<file path="config.mk">
export PLATFORM = sky130hd
export DESIGN_NAME = calc_top
export DESIGN_NICKNAME = d
export VERILOG_FILES = /design/src/design/calc_arith_pkg.sv /design/src/design/calc_key_pkg.sv /design/src/design/add_sub_unit.sv /design/src/design/shift_add_multiplier.sv /design/src/design/calc_controller.sv /design/src/design/calc_top.sv
export SDC_FILE = /design/constraint.sdc
export NUM_CORES = 1
export LEC_CHECK = 0
export ABC_AREA = 1
export BUFFER_PORTS_ARGS = -buffer_cell sky130_fd_sc_hd__buf_4
export CORE_UTILIZATION = 28
export CTS_CLUSTER_DIAMETER = 50
export DETAILED_ROUTE_END_ITERATION = 7
export GPL_ROUTABILITY_DRIVEN = 1
export GPL_TIMING_DRIVEN = 0
export SETUP_SLACK_MARGIN = 0.3
export SLEW_MARGIN = 15
export SYNTH_ARGS = -nofsm -noshare
export SYNTH_HDL_FRONTEND = slang
export SYNTH_SLANG_ARGS = --single-unit
</file>
<file path="constraint.sdc">
create_clock -name clk -period 3.2 [get_ports clk]
set_clock_uncertainty 0.2 [all_clocks]
set_input_delay 0.32 -clock clk [delete_from_list [all_inputs] [get_ports clk]]
set_output_delay 0.32 -clock clk [all_outputs]
set_load 0.05 [all_outputs]
</file>
<file path="src/design/calc_arith_pkg.sv">
package calc_arith_pkg;

    // One-hot operator code from the keypad
    typedef logic [2:0] op_t;

    localparam op_t OP_ADD = 3'b001;     // Lowest bit
    localparam op_t OP_SUB = 3'b010;     // Middle bit
    localparam op_t OP_MUL = 3'b100;     // Top bit

    // Bits handled by the add/sub unit in one cycle
    localparam int ADD_SLICE = 4;

    // Unit latencies for the default 16-bit word.
    // The units derive their own counts from WIDTH and compare against these at 16
    localparam int ADD_STEPS = 4;        // Slices per 16-bit word
    localparam int MUL_STEPS = 16;       // Shift-add iterations per 16-bit word

endpackage

</file>
<file path="src/design/calc_key_pkg.sv">
package calc_key_pkg;

    // Keypad digit code
    localparam int KEY_W = 4;

    // Codes above this are not digits
    localparam int MAX_DIGIT = 9;

    // Each appended digit scales the operand by this
    localparam int RADIX = 10;

endpackage

</file>
<file path="src/design/add_sub_unit.sv">
`timescale 1ns/1ps

module add_sub_unit #(
    parameter int WIDTH = 16
) (
    input  logic             clk,
    input  logic             nRST,
    input  logic [WIDTH-1:0] a,
    input  logic [WIDTH-1:0] b,
    input  logic             sub,
    input  logic             start,
    output logic [WIDTH-1:0] result,
    output logic             finish
);
    import calc_arith_pkg::*;

    localparam int STEPS = WIDTH / ADD_SLICE;
    localparam int CNT_W = $clog2(STEPS + 1);

    if (WIDTH == 16 && STEPS != ADD_STEPS) begin : g_steps_check
        $error("add_sub_unit slice count differs from ADD_STEPS");
    end

    logic                 running;
    logic [CNT_W-1:0]     count;
    logic [WIDTH-1:0]     a_sh;
    logic [WIDTH-1:0]     b_sh;
    logic [WIDTH-1:0]     b_eff;
    logic                 carry;
    logic [ADD_SLICE-1:0] a_slice;
    logic [ADD_SLICE-1:0] b_slice;
    logic                 carry_in;
    logic [ADD_SLICE:0]   slice_sum;

    assign b_eff = sub ? ~b : b;                // Two's complement via inverted b plus carry

    // Slice 0 is added in the start cycle, so the run takes STEPS edges
    always_comb begin
        a_slice   = start ? a[ADD_SLICE-1:0] : a_sh[ADD_SLICE-1:0];
        b_slice   = start ? b_eff[ADD_SLICE-1:0] : b_sh[ADD_SLICE-1:0];
        carry_in  = start ? sub : carry;
        slice_sum = {1'b0, a_slice} + {1'b0, b_slice} + {{ADD_SLICE{1'b0}}, carry_in};
    end

    always_ff @(posedge clk or negedge nRST) begin
        if (!nRST) begin
            running <= 1'b0;
            count   <= '0;
            finish  <= 1'b0;
        end else begin
            finish <= 1'b0;
            if (start) begin
                running <= 1'b1;
                count   <= CNT_W'(1);           // First slice done on this edge
            end else if (running) begin
                count <= count + 1'b1;
                if (count == CNT_W'(STEPS - 1)) begin
                    running <= 1'b0;
                    finish  <= 1'b1;
                end
            end
        end
    end

    always_ff @(posedge clk) begin
        if (start) begin
            a_sh <= a >> ADD_SLICE;
            b_sh <= b_eff >> ADD_SLICE;
        end else if (running) begin
            a_sh <= a_sh >> ADD_SLICE;
            b_sh <= b_sh >> ADD_SLICE;
        end
        if (start || running) begin
            carry  <= slice_sum[ADD_SLICE];
            result <= {slice_sum[ADD_SLICE-1:0], result[WIDTH-1:ADD_SLICE]};  // Fill from the top
        end
    end

    a_no_start_busy: assert property (@(posedge clk) disable iff (!nRST)
        start |-> !running);

    a_finish_latency: assert property (@(posedge clk) disable iff (!nRST)
        start |-> ##STEPS finish);

endmodule

</file>
<file path="src/design/shift_add_multiplier.sv">
`timescale 1ns/1ps

module shift_add_multiplier #(
    parameter int WIDTH = 16
) (
    input  logic             clk,
    input  logic             nRST,
    input  logic [WIDTH-1:0] a,
    input  logic [WIDTH-1:0] b,
    input  logic             start,
    output logic [WIDTH-1:0] result,
    output logic             finish
);
    import calc_arith_pkg::*;

    localparam int STEPS = WIDTH;               // One iteration per multiplier bit
    localparam int CNT_W = $clog2(STEPS + 1);

    if (WIDTH == 16 && STEPS != MUL_STEPS) begin : g_steps_check
        $error("shift_add_multiplier iteration count differs from MUL_STEPS");
    end

    logic             running;
    logic [CNT_W-1:0] count;
    logic             last_step;
    logic [WIDTH-1:0] mcand;
    logic [WIDTH-1:0] mplier;
    logic [WIDTH-1:0] acc;
    logic [WIDTH-1:0] acc_next;

    assign last_step = running && (count == CNT_W'(STEPS - 1));

    // Upper product bits fall off the shifted multiplicand
    assign acc_next = mplier[0] ? acc + mcand : acc;

    always_ff @(posedge clk or negedge nRST) begin
        if (!nRST) begin
            running <= 1'b0;
            count   <= '0;
            finish  <= 1'b0;
        end else begin
            finish <= 1'b0;
            if (start) begin
                running <= 1'b1;                // Load cycle
                count   <= '0;
            end else if (running) begin
                count <= count + 1'b1;
                if (last_step) begin
                    running <= 1'b0;
                    finish  <= 1'b1;
                end
            end
        end
    end

    always_ff @(posedge clk) begin
        if (start) begin
            mcand  <= a;
            mplier <= b;
            acc    <= '0;
        end else if (running) begin
            mcand  <= mcand << 1;
            mplier <= mplier >> 1;
            acc    <= acc_next;
            if (last_step) begin
                result <= acc_next;             // Held until the next run ends
            end
        end
    end

    a_no_start_busy: assert property (@(posedge clk) disable iff (!nRST)
        start |-> !running);

    a_finish_pulse: assert property (@(posedge clk) disable iff (!nRST)
        finish |=> !finish);

    // Load edge plus one edge per bit
    a_finish_latency: assert property (@(posedge clk) disable iff (!nRST)
        start |-> ##(STEPS + 1) finish);

endmodule

</file>
<file path="src/design/calc_controller.sv">
`timescale 1ns/1ps

module calc_controller #(
    parameter int WIDTH = 16
) (
    input  logic                             clk,
    input  logic                             nRST,
    input  logic [calc_key_pkg::KEY_W-1:0]   keypad_input,
    input  logic                             read_input,
    input  calc_arith_pkg::op_t              operator_input,
    input  logic                             equal_input,
    output logic                             busy,
    output logic                             complete,
    output logic [WIDTH-1:0]                 display_output,
    output logic [WIDTH-1:0]                 alu_a,
    output logic [WIDTH-1:0]                 alu_b,
    output logic                             alu_sub,
    output logic                             alu_start,
    input  logic [WIDTH-1:0]                 alu_result,
    input  logic                             alu_finish,
    output logic [WIDTH-1:0]                 mul_a,
    output logic [WIDTH-1:0]                 mul_b,
    output logic                             mul_start,
    input  logic [WIDTH-1:0]                 mul_result,
    input  logic                             mul_finish
);
    import calc_arith_pkg::*;
    import calc_key_pkg::*;

    typedef enum logic [2:0] {
        ST_ENTRY  = 3'd0,   // Waiting for keys
        ST_SCALE  = 3'd1,   // Operand times RADIX on the multiplier
        ST_APPEND = 3'd2,   // Digit added on the add/sub unit
        ST_CALC   = 3'd3,   // Final operation running
        ST_SHOW   = 3'd4    // Result cycle, also accepts keys
    } state_t;

    state_t           state;
    logic [WIDTH-1:0] operand1;
    logic [WIDTH-1:0] operand2;
    op_t              op_q;
    logic             second;          // Entering operand 2
    logic [KEY_W-1:0] digit_q;

    logic             idle;
    logic             op_valid;
    logic             digit_valid;
    logic             take_equal;
    logic             take_op;
    logic             take_digit;
    logic             calc_finish;
    logic [WIDTH-1:0] calc_result;

    assign idle     = (state == ST_ENTRY) || (state == ST_SHOW);
    assign busy     = !idle;
    assign complete = (state == ST_SHOW);

    assign op_valid    = (operator_input == OP_ADD) || (operator_input == OP_SUB) ||
                         (operator_input == OP_MUL);
    assign digit_valid = read_input && (keypad_input <= KEY_W'(MAX_DIGIT));

    // Priority equal, operator, read; a strobe that would be ignored does not block the others
    assign take_equal = idle && equal_input && second;
    assign take_op    = idle && !take_equal && op_valid;
    assign take_digit = idle && !take_equal && !op_valid && digit_valid;

    // Only the unit started for the latched operator is watched
    assign calc_finish = (op_q == OP_MUL) ? mul_finish : alu_finish;
    assign calc_result = (op_q == OP_MUL) ? mul_result : alu_result;

    always_ff @(posedge clk or negedge nRST) begin
        if (!nRST) begin
            state          <= ST_ENTRY;
            operand1       <= '0;
            operand2       <= '0;
            op_q           <= OP_ADD;
            second         <= 1'b0;
            display_output <= '0;
            alu_start      <= 1'b0;
            mul_start      <= 1'b0;
        end else begin
            alu_start <= 1'b0;
            mul_start <= 1'b0;
            case (state)
                ST_ENTRY, ST_SHOW: begin
                    state <= ST_ENTRY;
                    if (take_equal) begin
                        state <= ST_CALC;
                        if (op_q == OP_MUL) begin
                            mul_start <= 1'b1;
                        end else begin
                            alu_start <= 1'b1;
                        end
                    end else if (take_op) begin
                        op_q   <= operator_input;  // A later operator just replaces it
                        second <= 1'b1;
                    end else if (take_digit) begin
                        state     <= ST_SCALE;
                        mul_start <= 1'b1;
                    end
                end
                ST_SCALE: begin
                    if (mul_finish) begin
                        state     <= ST_APPEND;
                        alu_start <= 1'b1;
                    end
                end
                ST_APPEND: begin
                    if (alu_finish) begin
                        state <= ST_ENTRY;
                        if (second) begin
                            operand2 <= alu_result;
                        end else begin
                            operand1 <= alu_result;
                        end
                    end
                end
                ST_CALC: begin
                    if (calc_finish) begin
                        state          <= ST_SHOW;
                        display_output <= calc_result;
                        operand1       <= '0;          // Next entry starts fresh
                        operand2       <= '0;
                        second         <= 1'b0;
                    end
                end
                default: state <= ST_ENTRY;
            endcase
        end
    end

    // Unit operands, stable while the unit runs
    always_ff @(posedge clk) begin
        if (take_equal) begin
            alu_a   <= operand1;
            alu_b   <= operand2;
            alu_sub <= (op_q == OP_SUB);
            mul_a   <= operand1;
            mul_b   <= operand2;
        end
        if (take_digit) begin
            digit_q <= keypad_input;
            mul_a   <= second ? operand2 : operand1;
            mul_b   <= WIDTH'(RADIX);
        end
        if ((state == ST_SCALE) && mul_finish) begin
            alu_a   <= mul_result;                     // Scaled operand
            alu_b   <= WIDTH'(digit_q);
            alu_sub <= 1'b0;
        end
    end

    a_complete_pulse: assert property (@(posedge clk) disable iff (!nRST)
        complete |=> !complete);

    a_one_unit: assert property (@(posedge clk) disable iff (!nRST)
        !(alu_start && mul_start));

    // A finish from the adder is only expected while waiting on it
    a_alu_finish_expected: assert property (@(posedge clk) disable iff (!nRST)
        alu_finish |-> (state == ST_APPEND) || (state == ST_CALC && op_q != OP_MUL));

endmodule

</file>
<file path="src/design/calc_top.sv">
`timescale 1ns/1ps

module calc_top #(
    parameter int WIDTH = 16
) (
    input  logic                           clk,
    input  logic                           nRST,
    input  logic [calc_key_pkg::KEY_W-1:0] keypad_input,
    input  logic                           read_input,
    input  calc_arith_pkg::op_t            operator_input,
    input  logic                           equal_input,
    output logic                           busy,
    output logic                           complete,
    output logic [WIDTH-1:0]               display_output
);

    // Controller to add/sub unit
    logic [WIDTH-1:0] alu_a;
    logic [WIDTH-1:0] alu_b;
    logic             alu_sub;
    logic             alu_start;
    logic [WIDTH-1:0] alu_result;
    logic             alu_finish;

    // Controller to multiplier
    logic [WIDTH-1:0] mul_a;
    logic [WIDTH-1:0] mul_b;
    logic             mul_start;
    logic [WIDTH-1:0] mul_result;
    logic             mul_finish;

    calc_controller #(.WIDTH(WIDTH)) u_ctrl (
        .clk            (clk),
        .nRST           (nRST),
        .keypad_input   (keypad_input),
        .read_input     (read_input),
        .operator_input (operator_input),
        .equal_input    (equal_input),
        .busy           (busy),
        .complete       (complete),
        .display_output (display_output),
        .alu_a          (alu_a),
        .alu_b          (alu_b),
        .alu_sub        (alu_sub),
        .alu_start      (alu_start),
        .alu_result     (alu_result),
        .alu_finish     (alu_finish),
        .mul_a          (mul_a),
        .mul_b          (mul_b),
        .mul_start      (mul_start),
        .mul_result     (mul_result),
        .mul_finish     (mul_finish)
    );

    add_sub_unit #(.WIDTH(WIDTH)) u_alu (
        .clk    (clk),
        .nRST   (nRST),
        .a      (alu_a),
        .b      (alu_b),
        .sub    (alu_sub),
        .start  (alu_start),
        .result (alu_result),
        .finish (alu_finish)
    );

    shift_add_multiplier #(.WIDTH(WIDTH)) u_mul (
        .clk    (clk),
        .nRST   (nRST),
        .a      (mul_a),
        .b      (mul_b),
        .start  (mul_start),
        .result (mul_result),
        .finish (mul_finish)
    );

endmodule

</file>
# Word level (Yosys, flattened, before mapping)
# Cells that the tools add are included.
op_classes:
  n_addsub: 5
  order_cmp: 1
  eq_ne: 18
  mux: 64
  n_bitwise: 3
  reduce_logical: 31
ops:
  columns: ["op", "n"]
  rows:
  - ["$mux W16", 16]
  - ["$pmux W16 S2", 2]
  - ["$mux W12", 4]
  - ["$mux W1", 26]
  - ["$mux W3", 7]
  - ["$add A16 B16 Y16", 1]
  - ["$mux W4", 4]
  - ["$not A16 Y16", 1]
  - ["$eq A3 B2 Y1 const B", 5]
  - ["$pmux W3 S4", 1]
  - ["$reduce_and A4 Y1", 3]
  - ["$reduce_bool A2 Y1", 6]
  - ["$mux W5", 2]
  - ["$ne A2 B1 Y1 const B", 5]
  - ["$eq A3 B3 Y1 const B", 3]
  - ["$logic_and A1 B1 Y1", 9]
  - ["$reduce_and A3 Y1", 3]
  - ["$eq A3 B1 Y1 const B", 2]
  - ["$add A4 B4 Y5", 1]
  - ["$add A5 B1 Y5", 1]
  - ["$add A5 B1 Y5 const B", 1]
  - ["$eq A5 B4 Y1 const B", 1]
  - ["$le A4 B4 Y1 const B", 1]
  - ["$logic_or A1 B1 Y1", 4]
  - ["other kinds (8)", 13]
word_totals:
  ff_bits: 243
  input_bits: 11
  output_inout_bits: 18
  wordCells: 151

# Depth between registers and ports, before layout
# Gate-level depths: netlist (run 1).
logic_depth:
  word_depth: 12
  depth_mapped: 12
  mapped_depth_nobuf: 12

# Modules after synthesis
# From an unflattened synthesis (run 1), not the netlist that was laid out.
unflattened:
  cells_unflattened: 1346
  hier_area_um2: 11544.8
by_module_without_submodules:
  columns: ["module", "instances", "cells_each", "area_each_um2", "seq_area_each_um2"]
  rows:
  - ["calc_controller", 1, 673, 5574.1, 3209.3]
  - ["shift_add_multiplier", 1, 469, 3808.7, 1936.9]
  - ["add_sub_unit", 1, 204, 2162.1, 1356.3]

# Least setup slack after synthesis (run 1)
# Ideal clock, no wire load.
synth_timing:
  kind: "register -> register"
  startpoint: "reg u_ctrl.alu_start"
  endpoint: "reg u_alu.result[14], data pin"
  setup_time_ps: 258
  arrival_ps: 2055
  required_ps: 2742
  slack_ps: 687
  path_stages_with_launch: 7
  path_buffers: 2
  period_less_slack_ps: 2513
  cell_sequence: "dfrtp_1 -> clkbuf_1 -> clkbuf_1 -> o21ai_0 -> fa_1 -> fa_1 -> xnor2_1"
synth_via:
  elab_chain_len: 3
  word_cells_on_any_way: 5
  classes_between: "2 x add/sub; 3 x mux"
synth_rtl:
  columns: ["item", "line", "text"]
  rows:
  - ["from (decl)", "calc_controller.sv:18", "output logic alu_start,"]
  - ["from (signal assigned)", "calc_controller.sv:79", "alu_start <= 1'b0;"]
  - ["from (signal assigned)", "calc_controller.sv:82", "alu_start <= 1'b0;"]
  - ["from (signal assigned)", "calc_controller.sv:92", "alu_start <= 1'b1;"]
  - ["$mux W4 (on tied branches)", "add_sub_unit.sv:39, add_sub_unit.sv:40", null]
  - ["$add A4 B4 Y5", "add_sub_unit.sv:42", "slice_sum = {1'b0, a_slice} + {1'b0, b_slice} + {{ADD_SLICE{1'b0}}, carry_in};"]
  - ["$add A5 B1 Y5 (*)", "add_sub_unit.sv:42", null]
  - ["net u_alu.slice_sum[2]", "add_sub_unit.sv:33", "logic [ADD_SLICE:0] slice_sum;"]
  - ["to (signal assigned)", "add_sub_unit.sv:75", "result <= {slice_sum[ADD_SLICE-1:0], result[WIDTH-1:ADD_SLICE]};"]
  - ["to (decl)", "add_sub_unit.sv:12", "output logic [WIDTH-1:0] result,"]
# The timed path passes the listed nets; every way through them passes the cells marked *.
# A chain may end at the register's enable or synchronous reset.

# Final worst setup path (run 1)
# Ends and elaborated chain as after synthesis.

==> run_results.csv, run 1 <==
group,metric,value,unit
critical_path,regToRegStartpoint,"u_ctrl.alu_start",
floorplan,chipWidth,200,um
sta,max_slew_margin,34.5,%
clocking,cts_buffer_depth,3,
synthesis,synth_compound_area_share,9.49,%
sta,timing.final.crit_share,84.5,%
synthesis,synth_top_family_by_area,"simple AND/OR/NAND/NOR gates",
synthesis,muxShareOfSynthArea,0.284,%
power,p_total,14.6,mW
clocking,cts_sinks,243,
critical_path,cp_data_required_time,3.31,ns
layout,final_net_count,1288,
sta,hold_viol,0,
synthesis,synth.avg_cell_area,9.31,um2
sta,setup_viol,0,
synthesis,yosysSeqAreaShare,59.0,%
floorplan,dieArea,40100,um2
synthesis,syn-num-nets,1219,
synthesis,netlist_area,11000,um2
routing,wl,27800,um
global_route,grt_pass1_wl,43600,um
clocking,htree_levels,1,
global_route,antenna_found_initial,0,
sta,min_period,2.70,ns
placement,place_hpwl,20500,um
layout,multi_input_area,3730,um2
run_status,status,"complete, no violations",
clocking,cts_tree,"done",
clocking,clk_pin_slew,0.06,ns
global_route,grt_pass1_vias,7880,
synthesis,yosysMostFrequentCell,"nand2_1",
sta,rsz0062_at_grt,"no",
critical_path,cp-startpoint,"u_ctrl.alu_start",
synthesis,synth_top_cell_by_area,"edfxtp_1",
sta,slew_viol_final,0,
floorplan,coreArea,38700,um2
sta,tightest_slew,0.982,ns
sta,fin_ws,0.496,ns
synthesis,synth-seq-cells,243,
synthesis,synthSimpleGateAreaFrac,19.0,%
synthesis,ys_warn_count,0,
placement,gp_congestion,0.903,
global_route,grt_max_degree,70,
global_route,grt_use_total,13.8,%
layout,area_growth,17.7,%
critical_path,cp.arrival,2.81,ns
sta,fmax,0.370,GHz
floorplan,die_h,200,um
layout,drive_above_1_share,10.9,%
synthesis,synth_top_area_share,35.2,%
power,vdd_ir_drop_max,0.351,mV
synthesis,synth_edf_count,129,
synthesis,synthCells,1183,
power,powerDensity,1120,nW/um2
critical_path,critical_path_class,"reg2reg",
synthesis,netlist_top_cells_count,"388 x nand2_1, 136 x inv_1, 129 x edfxtp_1",
routing,drt-initial-drc-count,566,
floorplan,io_pins,29,
synthesis,synthFlopType,"edfxtp_1",
clocking,cts_root_buffer,"clkbuf_16",
run,max-cap-violations,0,
min_path,hp-class,"in2reg",
routing,routedWlPerCell,15.5,um
synthesis,ys_async_sr_fraction,28.4,%
synthesis,yosysUniqueCellTypes,48,
routing,drc,0,
critical_path,cp-end-kind,"flop",
routing,ant_nets,0,
clocking,insertion_delay,0.57,ns
critical_path,cp-start-kind,"flop",
placement,port_buffers,28,
layout,seqCellArea,6500,um2
routing,dr.pass1.iters,5,
min_path,min-delay-start,"equal_input",
floorplan,rows,72,
routing,vias,7988,
layout,num-fill-cells,3960,
floorplan,start_util,28.4,%
placement,preCtsSetupSlack,0.274,ns
routing,vias_per_cell,4.45,
synthesis,synth_xor_area_share,2.07,%
critical_path,cp_max_fo,10,
clocking,cts_inserted_buffers,30,
synthesis,synthAdderAreaFrac,3.04,%
synthesis,yosys-top-cells-area,"edfxtp_1 35%, dfrtp_1 15%, nand2_1 13%",
power,p_leak,5.74,nW
layout,diodes,0,
sta,setup_tns,0,ns
global_route,grt-ovfl-total,0,
==> power breakdown <==
group          internal [mW]  leakage, nW  switching (mW)
Combinational           1.85         2.71            3.70
Sequential              4.95         2.56           0.727
Clock                   1.97        0.472            1.37
Total                   8.77         5.74            5.80
==> sequential cells by signal, indices dropped and copies added, names as in the netlist, 16 cells and up <==
register,count
u_ctrl.operand2,16
u_mul.result,16
u_mul.acc,16
u_ctrl.mul_a,16
u_ctrl.operand1,16
u_ctrl.mul_b,16
u_ctrl.display_output,16
u_alu.result,16
u_ctrl.alu_a,16
u_mul.mplier,16
u_ctrl.alu_b,16
u_mul.mcand,16
==> through the flow <==
stage	instances	area (um2)	hold slack, ns	utilization [%]
3_3_place_gp	1729	11900	0.230	30.6
3_5_place_dp	1730	11900	0.233	30.7
4_1_cts	1794	13000	0.00271	33.5
5_1_grt	1794	13000	0.0488	33.5
6_report	1794	13000	0.0103	33.5
2_1_floorplan	1183	11000	-0.176	-
==> final cells by class <==
class,count,area share [%]
Buffer,45,1.76
Clock buffer,43,6.32
Clock inverter,13,1.29
Inverter,147,4.31
Multi-Input combinational cell,748,28.8
Sequential cell,243,50.2
Tap cell,518,5.00
Timing Repair Buffer,37,2.39
==> critical path: stages (launching register included) <==
cell,delay [ns]
dfrtp_1,0.34
clkbuf_2,0.24
clkbuf_1,0.39
o21ai_0,0.22
fa_1,0.49
fa_1,0.41
xnor2_1,0.16
==> path summary, 6_finish.rpt <==
kind	end	slack (ns)	depth (start not counted)
worst max register to register	u_alu.result[14]	0.50	6
worst min-delay path	u_ctrl.second	0.01	4
min in group asynchronous	u_ctrl.display_output[3]	0.25	2
max in group asynchronous	u_ctrl.alu_start	1.89	2
worst min register to register	u_alu.result[3]	0.24	0
worst max-delay path	u_alu.result[14]	0.50	6
==> per-layer routing <==
layer	GRT usage, %	up-vias	routed length, um
met3	2.16	52	1250
li1	-	3966	-
met1	18.9	3803	12900
met4	4.47	0	792
met5	0	-	0
met2	22.4	167	12900
==> timing repair <==
action / in CTS / in global routing
endpoints found under the hold margin: 75 / 0
hold buffers: 8 / 0
gates resized for setup: 1 / 0
buffers inserted: 0 / 0
setup endpoints to repair: 2 / 0
==> layout by cell type, fill, tap and decap left out, types with 3 or more instances in the layout <==
cell,n
nand2_1,388
and2_1,9
dlygate4sd3_1,8
nor2_1,46
fa_1,3
inv_6,4
clkinv_2,3
clkbuf_16,30
o21ai_1,27
or2_2,8
edfxtp_1,129
a22oi_1,5
buf_2,13
inv_1,134
buf_4,34
clkbuf_1,33
nor3_1,7
nand3_1,33
ha_1,22
a21oi_1,16
inv_2,10
dfxtp_1,45
a22oi_2,6
xnor2_1,24
o21ai_0,120
nor2_2,4
o22ai_1,4
dfrtp_1,68
==> logic make-up after synthesis <==
logic type	after synthesis
AOI/OAI and AO/OA	187
xor gates and xnor gates	26
adders and majority gates	25
buffers and inverters	192
DFF	243
muxes	3
and+or+nand+nor	507
Note: power is estimated with default switching activity, not from simulation.
==> run 2, diff against run 1 <==
- clock period: 3.2 -> 2.5 ns (I/O delays scaled with it)
==> run_results.csv, run 2 (same netlist as run 1, synthesis figures left out) <==
group,metric,value,unit
layout,fin_cells,1819,
critical_path,worstReg2RegEnd,"u_mul.result[14]",
power,powerDensity,1470,nW/um2
layout,multi_input_area,4020,um2
routing,vias,8121,
layout,seqCellArea,6500,um2
sta,rsz0062_at_grt,"yes",
sta,setup_viol,0,
clocking,insertion_delay,0.58,ns
sta,setup_tns,0,ns
placement,dp_cells,1730,
placement,preCtsSetupSlack,0.00726,ns
critical_path,cp-end-kind,"flop",
global_route,grt.busiest_layer,"met2",
power,vdd_ir_drop_max,0.413,mV
routing,drc,0,
placement,place_hpwl,20500,um
critical_path,reg2reg_depth,11,
min_path,hp-class,"in2async",
global_route,grt_max_degree,70,
sta,hold_viol,0,
floorplan,start_util,28.4,%
placement,gp_congestion,0.887,
sta,fin_ws,0.218,ns
global_route,grt_use_total,14.2,%
floorplan,dieArea,40100,um2
global_route,grt_pass1_wl,44700,um
sta,slew_viol_final,0,
sta,tightest_slew,0.989,ns
power,p_leak,6.03,nW
floorplan,rows,72,
floorplan,chipWidth,200,um
clocking,cts_sinks,243,
critical_path,cp-start-kind,"flop",
layout,num-fill-cells,3911,
critical_path,cp_data_required_time,2.63,ns
sta,timing.final.crit_share,91.3,%
routing,routedWlPerCell,15.6,um
global_route,grt_util_met1,19.1,%
layout,drive_above_1_share,17.2,%
critical_path,regToRegStartpoint,"u_mul.mcand[0]",
clocking,cts_root_buffer,"clkbuf_16",
layout,area_growth,24.3,%
global_route,grt_pass1_vias,8048,
sta,fmax,0.438,GHz
critical_path,cp.arrival,2.41,ns
routing,drt-initial-drc-count,579,
global_route,grt-ovfl-total,0,
layout,final_cell_mix,"377 x nand2_1, 132 x inv_1, 129 x edfxtp_1, 113 x o21ai_0, 68 x dfrtp_1",
run_status,status,"complete, no violations",
sta,min_period,2.28,ns
routing,dr.pass1.iters,5,
clocking,htree_levels,1,
floorplan,coreArea,38700,um2
clocking,cts_buffer_depth,3,
sta,max_slew_margin,34.1,%
global_route,antenna_found_initial,1,
routing,vias_per_cell,4.46,
floorplan,io_pins,29,
layout,diodes,0,
critical_path,worst-r2r-setup-slack,0.22,ns
layout,final_net_count,1312,
routing,wl,28300,um
run,max-cap-violations,0,
layout,layout_commonest_cell,"nand2_1",
sta,fin_hold_ws,0.168,ns
global_route,grtUsageMet2,23.1,%
floorplan,die_h,200,um
critical_path,critical_path_class,"reg2reg",
global_route,global_route.usage.met3,2.10,%
clocking,cts_inserted_buffers,31,
routing,ant_nets,0,
clocking,cts_tree,"done",
critical_path,cp_max_fo,3,
placement,port_buffers,28,
clocking,clk_pin_slew,0.06,ns
-- run 2: per-layer routing --
layer | vias to the layer above | wire [um]
met5 | - | 8
met2 | 204 | 13200
met4 | 2 | 897
met3 | 51 | 1520
li1 | 4025 | -
met1 | 3839 | 12700
-- run 2: cell type report --
class / instances / share of cell area [%]
multi-input combinational: 748 / 29.4
inverter: 147 / 4.14
tap: 518 / 4.73
clock buffer: 42 / 6.97
sequential: 243 / 47.5
buffer: 45 / 2.09
timing repair inverter: 1 / 0.0548
clock inverter: 16 / 1.37
timing repair buffer: 59 / 3.77
-- run 2: report_power, final --
group          leakage (nW)  switching [mW]  internal (mW)
Combinational          2.91            5.03           2.99
Clock                 0.567            1.85           2.94
Sequential             2.56           0.998           6.33
Total                  6.03            7.88           12.3
-- run 2: per-stage QoR --
| step | utilization, % | cell area (um2) | power (mW) |
|---|---|---|---|
| after floorplan | - | 11000 | 12.1 |
| after global placement | 30.7 | 11900 | 14.3 |
| after detailed placement | 30.8 | 11900 | 14.5 |
| after CTS | 34.6 | 13400 | 19.7 |
| after global routing | 35.3 | 13700 | 21.6 |
| final | 35.3 | 13700 | 20.1 |
-- run 2: repair_timing --
item,CTS,global route
setup endpoints to repair,69,60
setup buffers,10,9
pin swaps,7,15
hold buffers,11,0
resized for setup,37,45
hold endpoints to repair,80,0
cloned,1,0
-- run 2: worst max path at each step --
stage                          start                to  slack (ns)  cells past startpoint
finish                u_mul.mcand[0]  u_mul.result[14]        0.22                     11
CTS                   u_mul.mcand[0]  u_mul.result[14]        0.18                     11
floorplan           u_ctrl.alu_start  u_alu.result[13]        0.31                      7
detailed placement    u_mul.mcand[0]  u_mul.result[12]       0.007                     11
global route          u_mul.mcand[0]  u_mul.result[14]        0.10                     11
global placement    u_ctrl.alu_start   u_alu.result[8]       0.006                      3
-- run 2: worst max-delay path: stages, from the launching register on --
cell	delay (ns)
edfxtp_1	0.46
ha_4	0.20
fa_2	0.36
nand2_1	0.09
nand2_1	0.05
nand3b_1	0.11
nand2_2	0.10
nand2_2	0.09
nand2_1	0.05
nand2_1	0.07
nand3_2	0.08
and2_4	0.17
